[src/rtl/core_settings.svh]
`ifndef CORE_SETTINGS_SVH
`define CORE_SETTINGS_SVH

// Bus ranges.
`define DATA_BUS      31:0
`define INST_DATA_BUS 31:0
`define INST_ADDR_BUS 31:0

`define RESET_PC 32'h8000_0000

// Fixed SYSTEM encodings.
`define INST_ECALL 32'h0000_0073
`define INST_MRET  32'h3020_0073

`endif

[src/rtl/rv_isa_pkg.sv]
package rv_isa_pkg;

    typedef enum logic [6:0] {
        OP     = 7'b0110011,
        OP_IMM = 7'b0010011,
        LUI    = 7'b0110111,
        AUIPC  = 7'b0010111,
        JAL    = 7'b1101111,
        JALR   = 7'b1100111,
        BRANCH = 7'b1100011,
        SYSTEM = 7'b1110011
    } opcode_e;

    typedef enum logic [2:0] {
        BEQ  = 3'b000,
        BNE  = 3'b001,
        BLT  = 3'b100,
        BGE  = 3'b101,
        BLTU = 3'b110,
        BGEU = 3'b111
    } branch_f3_e;

    // OP and OP-IMM funct3; F3_SR covers both right shifts.
    typedef enum logic [2:0] {
        F3_ADD  = 3'b000,
        F3_SLL  = 3'b001,
        F3_SLT  = 3'b010,
        F3_SLTU = 3'b011,
        F3_XOR  = 3'b100,
        F3_SR   = 3'b101,
        F3_OR   = 3'b110,
        F3_AND  = 3'b111
    } op_f3_e;

    typedef enum logic [2:0] {
        F3_PRIV  = 3'b000, // ecall, mret.
        F3_CSRRW = 3'b001,
        F3_CSRRS = 3'b010
    } sys_f3_e;

endpackage

[src/rtl/alu_pkg.sv]
package alu_pkg;

    typedef enum logic [3:0] {
        ADD    = 4'd0,
        SUB    = 4'd1,
        SLL    = 4'd2,
        SLT    = 4'd3,
        SLTU   = 4'd4,
        XOR    = 4'd5,
        SRL    = 4'd6,
        SRA    = 4'd7,
        OR     = 4'd8,
        AND    = 4'd9,
        PASS_B = 4'd10, // LUI.
        OR_B   = 4'd11  // CSR write operand.
    } alu_op_e;

endpackage

[src/rtl/alu.sv]
`include "core_settings.svh"

module alu (
    input  logic [`DATA_BUS]  a,
    input  logic [`DATA_BUS]  b,
    input  alu_pkg::alu_op_e  ctrl,
    output logic [`DATA_BUS]  result,
    output logic              zero_flag,
    output logic              less_flag
);
    logic [4:0] shamt;

    assign shamt = b[4:0];

    // Unsigned compare only for SLTU, signed otherwise.
    assign less_flag = (ctrl == alu_pkg::SLTU) ? (a < b) : ($signed(a) < $signed(b));

    always_comb begin
        case (ctrl)
            alu_pkg::ADD:    result = a + b;
            alu_pkg::SUB:    result = a - b;
            alu_pkg::SLL:    result = a << shamt;
            alu_pkg::SLT,
            alu_pkg::SLTU:   result = 32'(less_flag);
            alu_pkg::XOR:    result = a ^ b;
            alu_pkg::SRL:    result = a >> shamt;
            alu_pkg::SRA:    result = $signed(a) >>> shamt;
            alu_pkg::OR,
            alu_pkg::OR_B:   result = a | b;
            alu_pkg::AND:    result = a & b;
            alu_pkg::PASS_B: result = b;
            default:         result = a + b;
        endcase
    end

    assign zero_flag = (result == '0);

    // Codes above OR_B have no operation behind them.
    always_comb begin
        assert final ($isunknown(ctrl) || ctrl <= alu_pkg::OR_B)
            else $error("alu: undefined operation code %h", ctrl);
    end

endmodule

[src/rtl/regfile.sv]
`include "core_settings.svh"

module regfile (
    input  logic             clk,
    input  logic             rst,
    input  logic [4:0]       rs1_addr,
    input  logic [4:0]       rs2_addr,
    input  logic [4:0]       rd_addr,
    input  logic             rd_we,
    input  logic [`DATA_BUS] rd_wdata,
    output logic [`DATA_BUS] rs1_data,
    output logic [`DATA_BUS] rs2_data
);
    logic [`DATA_BUS] regs [1:31]; // x0 has no storage.

    always_ff @(posedge clk) begin
        if (rst) begin
            for (int i = 1; i < 32; i++) begin
                regs[i] <= '0;
            end
        end else if (rd_we && rd_addr != 5'd0) begin
            regs[rd_addr] <= rd_wdata;
        end
    end

    assign rs1_data = (rs1_addr == 5'd0) ? '0 : regs[rs1_addr];
    assign rs2_data = (rs2_addr == 5'd0) ? '0 : regs[rs2_addr];

endmodule

[src/rtl/idu.sv]
`include "core_settings.svh"

module idu (
    input  logic [`INST_DATA_BUS] inst,
    output logic [4:0]            rs1_addr,
    output logic [4:0]            rs2_addr,
    output logic [4:0]            rd_addr,
    output logic [`DATA_BUS]      imm,
    output alu_pkg::alu_op_e      alu_ctrl,
    output logic                  src1_is_pc,
    output logic                  src2_is_imm,
    output logic                  adder_src_is_rs1,
    output logic                  rd_we,
    output logic                  wb_from_pc4,
    output logic                  wb_from_csr,
    output logic                  csr_we,
    output logic                  csr_set,
    output logic [11:0]           csr_addr
);
    rv_isa_pkg::opcode_e    opcode;
    rv_isa_pkg::branch_f3_e br_f3;
    rv_isa_pkg::sys_f3_e    sys_f3;
    logic [`DATA_BUS]       imm_i;
    logic [`DATA_BUS]       imm_b;
    logic [`DATA_BUS]       imm_u;
    logic [`DATA_BUS]       imm_j;

    // alt selects SUB or SRA.
    function automatic alu_pkg::alu_op_e arith_op(input logic [2:0] f3, input logic alt);
        alu_pkg::alu_op_e op;
        case (rv_isa_pkg::op_f3_e'(f3))
            rv_isa_pkg::F3_ADD:  op = alt ? alu_pkg::SUB : alu_pkg::ADD;
            rv_isa_pkg::F3_SLL:  op = alu_pkg::SLL;
            rv_isa_pkg::F3_SLT:  op = alu_pkg::SLT;
            rv_isa_pkg::F3_SLTU: op = alu_pkg::SLTU;
            rv_isa_pkg::F3_XOR:  op = alu_pkg::XOR;
            rv_isa_pkg::F3_SR:   op = alt ? alu_pkg::SRA : alu_pkg::SRL;
            rv_isa_pkg::F3_OR:   op = alu_pkg::OR;
            default:             op = alu_pkg::AND;
        endcase
        return op;
    endfunction

    assign opcode   = rv_isa_pkg::opcode_e'(inst[6:0]);
    assign br_f3    = rv_isa_pkg::branch_f3_e'(inst[14:12]);
    assign sys_f3   = rv_isa_pkg::sys_f3_e'(inst[14:12]);
    assign rs1_addr = inst[19:15];
    assign rs2_addr = inst[24:20];
    assign rd_addr  = inst[11:7];
    assign csr_addr = inst[31:20];

    assign imm_i = {{20{inst[31]}}, inst[31:20]};
    assign imm_b = {{19{inst[31]}}, inst[31], inst[7], inst[30:25], inst[11:8], 1'b0};
    assign imm_u = {inst[31:12], 12'b0};
    assign imm_j = {{11{inst[31]}}, inst[31], inst[19:12], inst[20], inst[30:21], 1'b0};

    always_comb begin
        imm              = imm_i;
        alu_ctrl         = alu_pkg::ADD;
        src1_is_pc       = 1'b0;
        src2_is_imm      = 1'b0;
        adder_src_is_rs1 = 1'b0;
        rd_we            = 1'b0;
        wb_from_pc4      = 1'b0;
        wb_from_csr      = 1'b0;
        csr_we           = 1'b0;
        csr_set          = 1'b0;
        case (opcode)
            rv_isa_pkg::OP: begin
                rd_we    = 1'b1;
                alu_ctrl = arith_op(inst[14:12], inst[30]);
            end
            rv_isa_pkg::OP_IMM: begin
                rd_we       = 1'b1;
                src2_is_imm = 1'b1;
                // No SUBI, so bit 30 only matters for right shifts.
                alu_ctrl    = arith_op(inst[14:12], inst[30] && inst[14:12] == 3'b101);
            end
            rv_isa_pkg::LUI: begin
                rd_we       = 1'b1;
                imm         = imm_u;
                src2_is_imm = 1'b1;
                alu_ctrl    = alu_pkg::PASS_B;
            end
            rv_isa_pkg::AUIPC: begin
                rd_we       = 1'b1;
                imm         = imm_u;
                src1_is_pc  = 1'b1;
                src2_is_imm = 1'b1;
            end
            rv_isa_pkg::JAL: begin
                rd_we       = 1'b1;
                imm         = imm_j;
                wb_from_pc4 = 1'b1;
            end
            rv_isa_pkg::JALR: begin
                rd_we            = 1'b1;
                wb_from_pc4      = 1'b1;
                adder_src_is_rs1 = 1'b1;
            end
            rv_isa_pkg::BRANCH: begin
                imm = imm_b;
                case (br_f3)
                    rv_isa_pkg::BEQ,
                    rv_isa_pkg::BNE:  alu_ctrl = alu_pkg::SUB;
                    rv_isa_pkg::BLT,
                    rv_isa_pkg::BGE:  alu_ctrl = alu_pkg::SLT;
                    default:          alu_ctrl = alu_pkg::SLTU;
                endcase
            end
            rv_isa_pkg::SYSTEM: begin
                // rs1 | 0 goes through the ALU as the CSR write value.
                if (sys_f3 == rv_isa_pkg::F3_CSRRW || sys_f3 == rv_isa_pkg::F3_CSRRS) begin
                    rd_we       = 1'b1;
                    wb_from_csr = 1'b1;
                    csr_we      = 1'b1;
                    csr_set     = (sys_f3 == rv_isa_pkg::F3_CSRRS);
                    imm         = '0;
                    src2_is_imm = 1'b1;
                    alu_ctrl    = alu_pkg::OR_B;
                end
            end
            default: ;
        endcase
    end

endmodule

[src/rtl/exu.sv]
`include "core_settings.svh"

module exu (
    input  logic [`INST_DATA_BUS] inst,
    input  logic [`DATA_BUS]      alu_src1,
    input  logic [`DATA_BUS]      alu_src2,
    input  alu_pkg::alu_op_e      alu_ctrl,
    input  logic [`DATA_BUS]      imm,
    input  logic [`DATA_BUS]      pc_adder_src2,
    input  logic [`DATA_BUS]      csr_rdata,
    output logic [`DATA_BUS]      alu_result,
    output logic [`INST_ADDR_BUS] dnpc
);
    rv_isa_pkg::opcode_e    opcode;
    rv_isa_pkg::branch_f3_e funct3;
    logic [`DATA_BUS]       pc_incr;
    logic [`INST_ADDR_BUS]  pc_sum;
    logic                   zero_flag;
    logic                   less_flag;
    logic                   trap_or_ret;

    assign opcode      = rv_isa_pkg::opcode_e'(inst[6:0]);
    assign funct3      = rv_isa_pkg::branch_f3_e'(inst[14:12]);
    assign trap_or_ret = (inst == `INST_ECALL) || (inst == `INST_MRET);

    always_comb begin
        case (opcode)
            rv_isa_pkg::JAL,
            rv_isa_pkg::JALR: pc_incr = imm;
            rv_isa_pkg::BRANCH: begin
                case (funct3)
                    rv_isa_pkg::BEQ:  pc_incr = zero_flag ? imm : 32'h4;
                    rv_isa_pkg::BNE:  pc_incr = zero_flag ? 32'h4 : imm;
                    rv_isa_pkg::BLT,
                    rv_isa_pkg::BLTU: pc_incr = less_flag ? imm : 32'h4;
                    rv_isa_pkg::BGE,
                    rv_isa_pkg::BGEU: pc_incr = less_flag ? 32'h4 : imm;
                    default:          pc_incr = 32'h4;
                endcase
            end
            default: pc_incr = 32'h4;
        endcase
    end

    assign pc_sum = pc_incr + pc_adder_src2; // Source 2 is pc, or rs1 for JALR.

    assign dnpc = trap_or_ret                    ? csr_rdata :
                  (opcode == rv_isa_pkg::JALR)   ? (pc_sum & ~32'h1) :
                                                   pc_sum;

    alu alu_inst (
        .a         (alu_src1),
        .b         (alu_src2),
        .ctrl      (alu_ctrl),
        .result    (alu_result),
        .zero_flag (zero_flag),
        .less_flag (less_flag)
    );

    always_comb begin
        assert final ($isunknown({inst, dnpc}) || dnpc[1:0] == 2'b00)
            else $error("exu: next pc %h is not word aligned", dnpc);
    end

endmodule

[src/rtl/csr_unit.sv]
`include "core_settings.svh"

module csr_unit (
    input  logic                  clk,
    input  logic                  rst,
    input  logic [`INST_DATA_BUS] inst,
    input  logic [`INST_ADDR_BUS] pc,
    input  logic [11:0]           csr_addr,
    input  logic                  csr_we,
    input  logic                  csr_set,
    input  logic [`DATA_BUS]      wdata,
    output logic [`DATA_BUS]      rdata
);
    localparam logic [11:0]      MTVEC_ADDR  = 12'h305;
    localparam logic [11:0]      MEPC_ADDR   = 12'h341;
    localparam logic [11:0]      MCAUSE_ADDR = 12'h342;
    localparam logic [`DATA_BUS] CAUSE_ECALL = 32'd11; // Environment call from M-mode.

    logic [`DATA_BUS] mtvec;
    logic [`DATA_BUS] mepc;
    logic [`DATA_BUS] mcause;
    logic [`DATA_BUS] csr_old;
    logic [`DATA_BUS] csr_new;
    logic             is_ecall;
    logic             is_mret;

    assign is_ecall = (inst == `INST_ECALL);
    assign is_mret  = (inst == `INST_MRET);

    always_comb begin
        case (csr_addr)
            MTVEC_ADDR:  csr_old = mtvec;
            MEPC_ADDR:   csr_old = mepc;
            MCAUSE_ADDR: csr_old = mcause;
            default:     csr_old = '0;
        endcase
    end

    assign csr_new = csr_set ? (csr_old | wdata) : wdata;
    assign rdata   = is_ecall ? mtvec : (is_mret ? mepc : csr_old);

    always_ff @(posedge clk) begin
        if (rst) begin
            mtvec  <= '0;
            mepc   <= '0;
            mcause <= '0;
        end else if (is_ecall) begin
            mepc   <= pc;
            mcause <= CAUSE_ECALL;
        end else if (csr_we) begin
            case (csr_addr)
                MTVEC_ADDR:  mtvec  <= csr_new;
                MEPC_ADDR:   mepc   <= csr_new;
                MCAUSE_ADDR: mcause <= csr_new;
                default: ;
            endcase
        end
    end

    // The trap save would silently drop a CSR write in the same cycle.
    assert property (@(posedge clk) disable iff (rst) !(is_ecall && csr_we))
        else $error("csr_unit: CSR write requested together with ecall");

endmodule

[src/rtl/rv_core.sv]
`include "core_settings.svh"

module rv_core (
    input  logic                  clk,
    input  logic                  rst,
    input  logic [`INST_DATA_BUS] inst,
    output logic [`INST_ADDR_BUS] pc,
    output logic                  wb_en,
    output logic [4:0]            wb_addr,
    output logic [`DATA_BUS]      wb_data
);
    logic [4:0]            rs1_addr;
    logic [4:0]            rs2_addr;
    logic [`DATA_BUS]      imm;
    alu_pkg::alu_op_e      alu_ctrl;
    logic                  src1_is_pc;
    logic                  src2_is_imm;
    logic                  adder_src_is_rs1;
    logic                  wb_from_pc4;
    logic                  wb_from_csr;
    logic                  csr_we;
    logic                  csr_set;
    logic [11:0]           csr_addr;
    logic [`DATA_BUS]      rs1_data;
    logic [`DATA_BUS]      rs2_data;
    logic [`DATA_BUS]      alu_src1;
    logic [`DATA_BUS]      alu_src2;
    logic [`DATA_BUS]      pc_adder_src2;
    logic [`DATA_BUS]      alu_result;
    logic [`DATA_BUS]      csr_rdata;
    logic [`INST_ADDR_BUS] dnpc;

    always_ff @(posedge clk) begin
        if (rst) begin
            pc <= `RESET_PC;
        end else begin
            pc <= dnpc;
        end
    end

    assign alu_src1      = src1_is_pc ? pc : rs1_data;
    assign alu_src2      = src2_is_imm ? imm : rs2_data;
    assign pc_adder_src2 = adder_src_is_rs1 ? rs1_data : pc;

    // Links take pc + 4; CSR ops return the old value.
    assign wb_data = wb_from_csr ? csr_rdata :
                     wb_from_pc4 ? (pc + 32'd4) :
                                   alu_result;

    idu idu_inst (
        .inst             (inst),
        .rs1_addr         (rs1_addr),
        .rs2_addr         (rs2_addr),
        .rd_addr          (wb_addr),
        .imm              (imm),
        .alu_ctrl         (alu_ctrl),
        .src1_is_pc       (src1_is_pc),
        .src2_is_imm      (src2_is_imm),
        .adder_src_is_rs1 (adder_src_is_rs1),
        .rd_we            (wb_en),
        .wb_from_pc4      (wb_from_pc4),
        .wb_from_csr      (wb_from_csr),
        .csr_we           (csr_we),
        .csr_set          (csr_set),
        .csr_addr         (csr_addr)
    );

    regfile regfile_inst (
        .clk      (clk),
        .rst      (rst),
        .rs1_addr (rs1_addr),
        .rs2_addr (rs2_addr),
        .rd_addr  (wb_addr),
        .rd_we    (wb_en),
        .rd_wdata (wb_data),
        .rs1_data (rs1_data),
        .rs2_data (rs2_data)
    );

    exu exu_inst (
        .inst          (inst),
        .alu_src1      (alu_src1),
        .alu_src2      (alu_src2),
        .alu_ctrl      (alu_ctrl),
        .imm           (imm),
        .pc_adder_src2 (pc_adder_src2),
        .csr_rdata     (csr_rdata),
        .alu_result    (alu_result),
        .dnpc          (dnpc)
    );

    csr_unit csr_unit_inst (
        .clk      (clk),
        .rst      (rst),
        .inst     (inst),
        .pc       (pc),
        .csr_addr (csr_addr),
        .csr_we   (csr_we),
        .csr_set  (csr_set),
        .wdata    (alu_result),
        .rdata    (csr_rdata)
    );

endmodule

[config.mk]
export PLATFORM = sky130hd
export DESIGN_NAME = rv_core
export DESIGN_NICKNAME = d
export VERILOG_FILES = /design/src/rtl/rv_isa_pkg.sv /design/src/rtl/alu_pkg.sv /design/src/rtl/alu.sv /design/src/rtl/regfile.sv /design/src/rtl/idu.sv /design/src/rtl/exu.sv /design/src/rtl/csr_unit.sv /design/src/rtl/rv_core.sv
export VERILOG_INCLUDE_DIRS = /design/src /design/src/rtl
export SDC_FILE = /design/constraint.sdc
export NUM_CORES = 2
export LEC_CHECK = 0
export BUFFER_PORTS_ARGS = -buffer_cell sky130_fd_sc_hd__clkbuf_2
export CAP_MARGIN = 0
export CORE_UTILIZATION = 45
export DETAILED_ROUTE_END_ITERATION = 7
export SLEW_MARGIN = 5
export SYNTH_ARGS = -nofsm -noshare
export SYNTH_HDL_FRONTEND = slang
export SYNTH_SLANG_ARGS = --single-unit
export TNS_END_PERCENT = 1
[constraint.sdc]
create_clock -name clk -period 21.1 [get_ports clk]
set_input_delay 2.11 -clock clk [delete_from_list [all_inputs] [get_ports clk]]
set_output_delay 2.11 -clock clk [all_outputs]
set_load 0.05 [all_outputs]
==> summary.md <==
| Metric | Value |
|---|---|
| Initial Util | `0.453` |
| Post-CTS Setup Inserts | `0` |
| Sequential share of the synthesized area | `0.464` |
| Remaining global-route overflow | `0` |
| Die Height | `401 um` |
| Max Clk Rate | `about 66 MHz` |
| Initial DRT Pass Iterations | `7` |
| Fraction of registers with async set/reset | `0` |
| H-tree depth | `3` |
| Area grow syn2layout | `9.49%` |
| Worst EP required | `21.80 ns` |
| Max incr delay on CP | `roughly 0.76 ns` |
| Antenna violations before repair | `11` |
| GRT Util Overall | `0.395` |
| Die Area | `161000 um^2` |
| WL per Instance | `roughly 37 um` |
| Vias | `about 61000` |
| Top post-synthesis cells by area | `edfxtp_1 43%, mux4_2 15%, nor2_1 7.2%` |
| Max_cap viols | `0` |
| I/O pin cnt | `104` |
| DRC Markers | `0` |
| Worst setup EP type | `flip-flop` |
| Yosys warning count | `0` |
| Worst Max-Slew Pin Slew | `1.35 ns` |
| Vias per cell | `6.99` |
| First-pass GRT wire length | `around 450 mm` |
| Largest net degree at the start of global routing | `between 80 and 90` |
| Clock skew | `between 0.09 and 0.1 ns` |
| Layout cell share with drive strength beyond 1 | `0.185` |
| CP max FO | `57` |
| RSZ-0062 raised after global routing | `false` |
| Clock latency at the later pin of the worst-skew pair | `slightly above 0.8 ns` |
| Cell mode on critical path | `a21oi_1` |
| Slew Limit Headroom | `0.0861` |
| Core Region | `around 160000 um^2` |
| Yosys top cell by area | `edfxtp_1` |
| Most frequent cell after synthesis | `nor2_1` |
| Top-area cell type share of the netlist area | `0.429` |
| Post-DP HPWL | `about 220 mm` |
| Die X | `between 400 and 500 um` |
| GPL Wtd Cong | `approximately 1.1` |
| Mapped Cells | `around 6600` |
| Mean post-synth cell area | `about 11 um^2` |
| CTS resizes | `0` |
| Hold_buf cts | `0` |
| Outcome | `completed` |
| Worst slack at placement | `roughly 5.3 ns` |
| Min-Delay Path Class | `reg -> reg` |
| Finished Cell Area | `~79000 um^2` |
| Pwr dens | `87.2 nW/um^2` |
| CTS tree | `yes` |
| Placed cell area | `~75000 um^2` |
| DR iter-0 viols | `just over 9000` |
| Synth Flop Type | `edfxtp_1` |
| Row count | `between 100 and 150` |
| Period utilization | `0.713` |
| Total wire length | `roughly 320 mm` |
| CP arrival | `~16 ns` |
| CTS clk-pin slew, worst paths | `roughly 0.06 ns` |
| Port Buffers | `approximately 100` |
| # clock sinks | `~1200` |
| Hold Vio Cnt, Final | `0` |
| CTS Buf Count | `121` |
| Routed Antenna Nets | `0` |
| Final setup margin | `slightly above 6 ns` |
| Crit path launch type | `primary input` |
| Vias in the first global route | `57100` |
| Yosys cell types | `103` |
| Clk root buf | `clkbuf_16` |
| Max VDD drop | `slightly below 0.00009 V` |
| Slowest cell on crit path | `buf_4` |
| Synth cell count leaders | `1368 x nor2_1, 1024 x edfxtp_1, 567 x nand2_1, 490 x mux4_2, 416 x clkbuf_1` |
| Setup CP Type | `in -> reg` |
| Pins Over Slew Limit | `0` |
| Total leakage power | `about 29 nW` |
| Synth Cell Area | `between 70000 and 80000 um^2` |
| EDFF count, synth | `1024` |
| Clock Path Buffers | `3` |
| Final TNS setup | `0 ns` |
| Nets | `6662` |
| Final setup vio count | `0` |
| Period minus WS final | `approximately 15 ns` |
| #FFs+latches synth | `roughly 1200` |
-- layer usage --
layer / track usage / share of wire / up-vias
li1: - / - / 24500
met1: 0.502 / 0.36 / 30400
met2: 0.598 / 0.44 / 4629
met3: 0.0950 / 0.12 / 986
met4: 0.273 / 0.083 / 8
met5: 0 / 0.00013 / -
-- critical path: cells and delay by family --
family          cells  cell delay (ns)
simple gates        7             1.28
mux                 4             1.46
compound gates     26             7.67
buf+inv             4             2.26
fa+ha+maj           2             0.72
-- registers in the layout, indices dropped and copies added, names as in the netlist --
name                  flops
csr_unit_inst.mtvec      32
csr_unit_inst.mcause     32
csr_unit_inst.mepc       32
regfile_inst.regs      1024
pc                       32
-- cells in the final DEF, fill, tap and decap left out, types with 50 or more instances in the layout --
| cell type | synthesis | final |
|---|---|---|
| clkbuf_16 | 0 | 121 |
| inv_1 | 143 | 142 |
| nor2_1 | 1368 | 1357 |
| o22ai_1 | 64 | 64 |
| nand4_1 | 56 | 56 |
| a22oi_1 | 103 | 103 |
| o211ai_1 | 62 | 62 |
| clkbuf_2 | 0 | 95 |
| mux2i_1 | 190 | 189 |
| ha_1 | 131 | 131 |
| nand2_1 | 567 | 539 |
| a22o_1 | 50 | 50 |
| nand3_1 | 147 | 146 |
| dfxtp_1 | 128 | 128 |
| mux4_2 | 490 | 490 |
| edfxtp_1 | 1024 | 1024 |
| o21ai_0 | 208 | 205 |
| buf_4 | 22 | 246 |
| nor3_1 | 94 | 90 |
| a21oi_1 | 312 | 292 |
-- cells by family after synthesis --
family / after synthesis / synth area share
AOI/OAI and AO/OA: 1305 / 0.126
xor gates and xnor gates: 80 / 0.00977
adders and majority gates: 132 / 0.0231
buffers and inverters: 764 / 0.0472
DFF: 1152 / 0.464
muxes: 701 / 0.184
other: 1 / 0.0000523
and+or+nand+nor: 2468 / 0.145
-- area by class of cell --
class                   count  area (um^2)
clock inverters            69          692
flip-flops and latches   1152        33300
multi-input cells        4718        35700
well taps                2072         2590
fillers                 14200        79800
clock buffers             155         3160
diodes                      3         7.51
inverters                 153          577
repair buffers            350         2480
-- final timing paths --
check | from | endpoint | slack [ns] | cells after the start
max | inst[20] | pc[31] | 6.06 | 43
min reg2reg | csr_unit_inst.mtvec[20] | csr_unit_inst.mtvec[20] | 0.47 | 2
max reg2reg | regfile_inst.regs[24][12] | pc[31] | 8.44 | 40
min | csr_unit_inst.mtvec[20] | csr_unit_inst.mtvec[20] | 0.47 | 2
-- through the flow --
step           utilization  hold slack [ns]  total power [mW]  cells
6_report             0.496            0.467              6.85   8672
5_1_grt              0.496            0.484              6.98   8669
4_1_cts              0.496            0.465              6.78   8669
3_5_place_dp         0.472            0.457              4.70   8445
3_3_place_gp         0.472            0.449              4.70   8445
2_1_floorplan            -            0.441              3.83   6634
-- where the power goes --
group / switching, mW / total [mW] / internal (mW)
clock: 0.958 / 2.12 / 1.16
combinational: 1.57 / 2.11 / 0.533
sequential: 0.0540 / 2.62 / 2.57
Power figures use the tool's default switching activity.
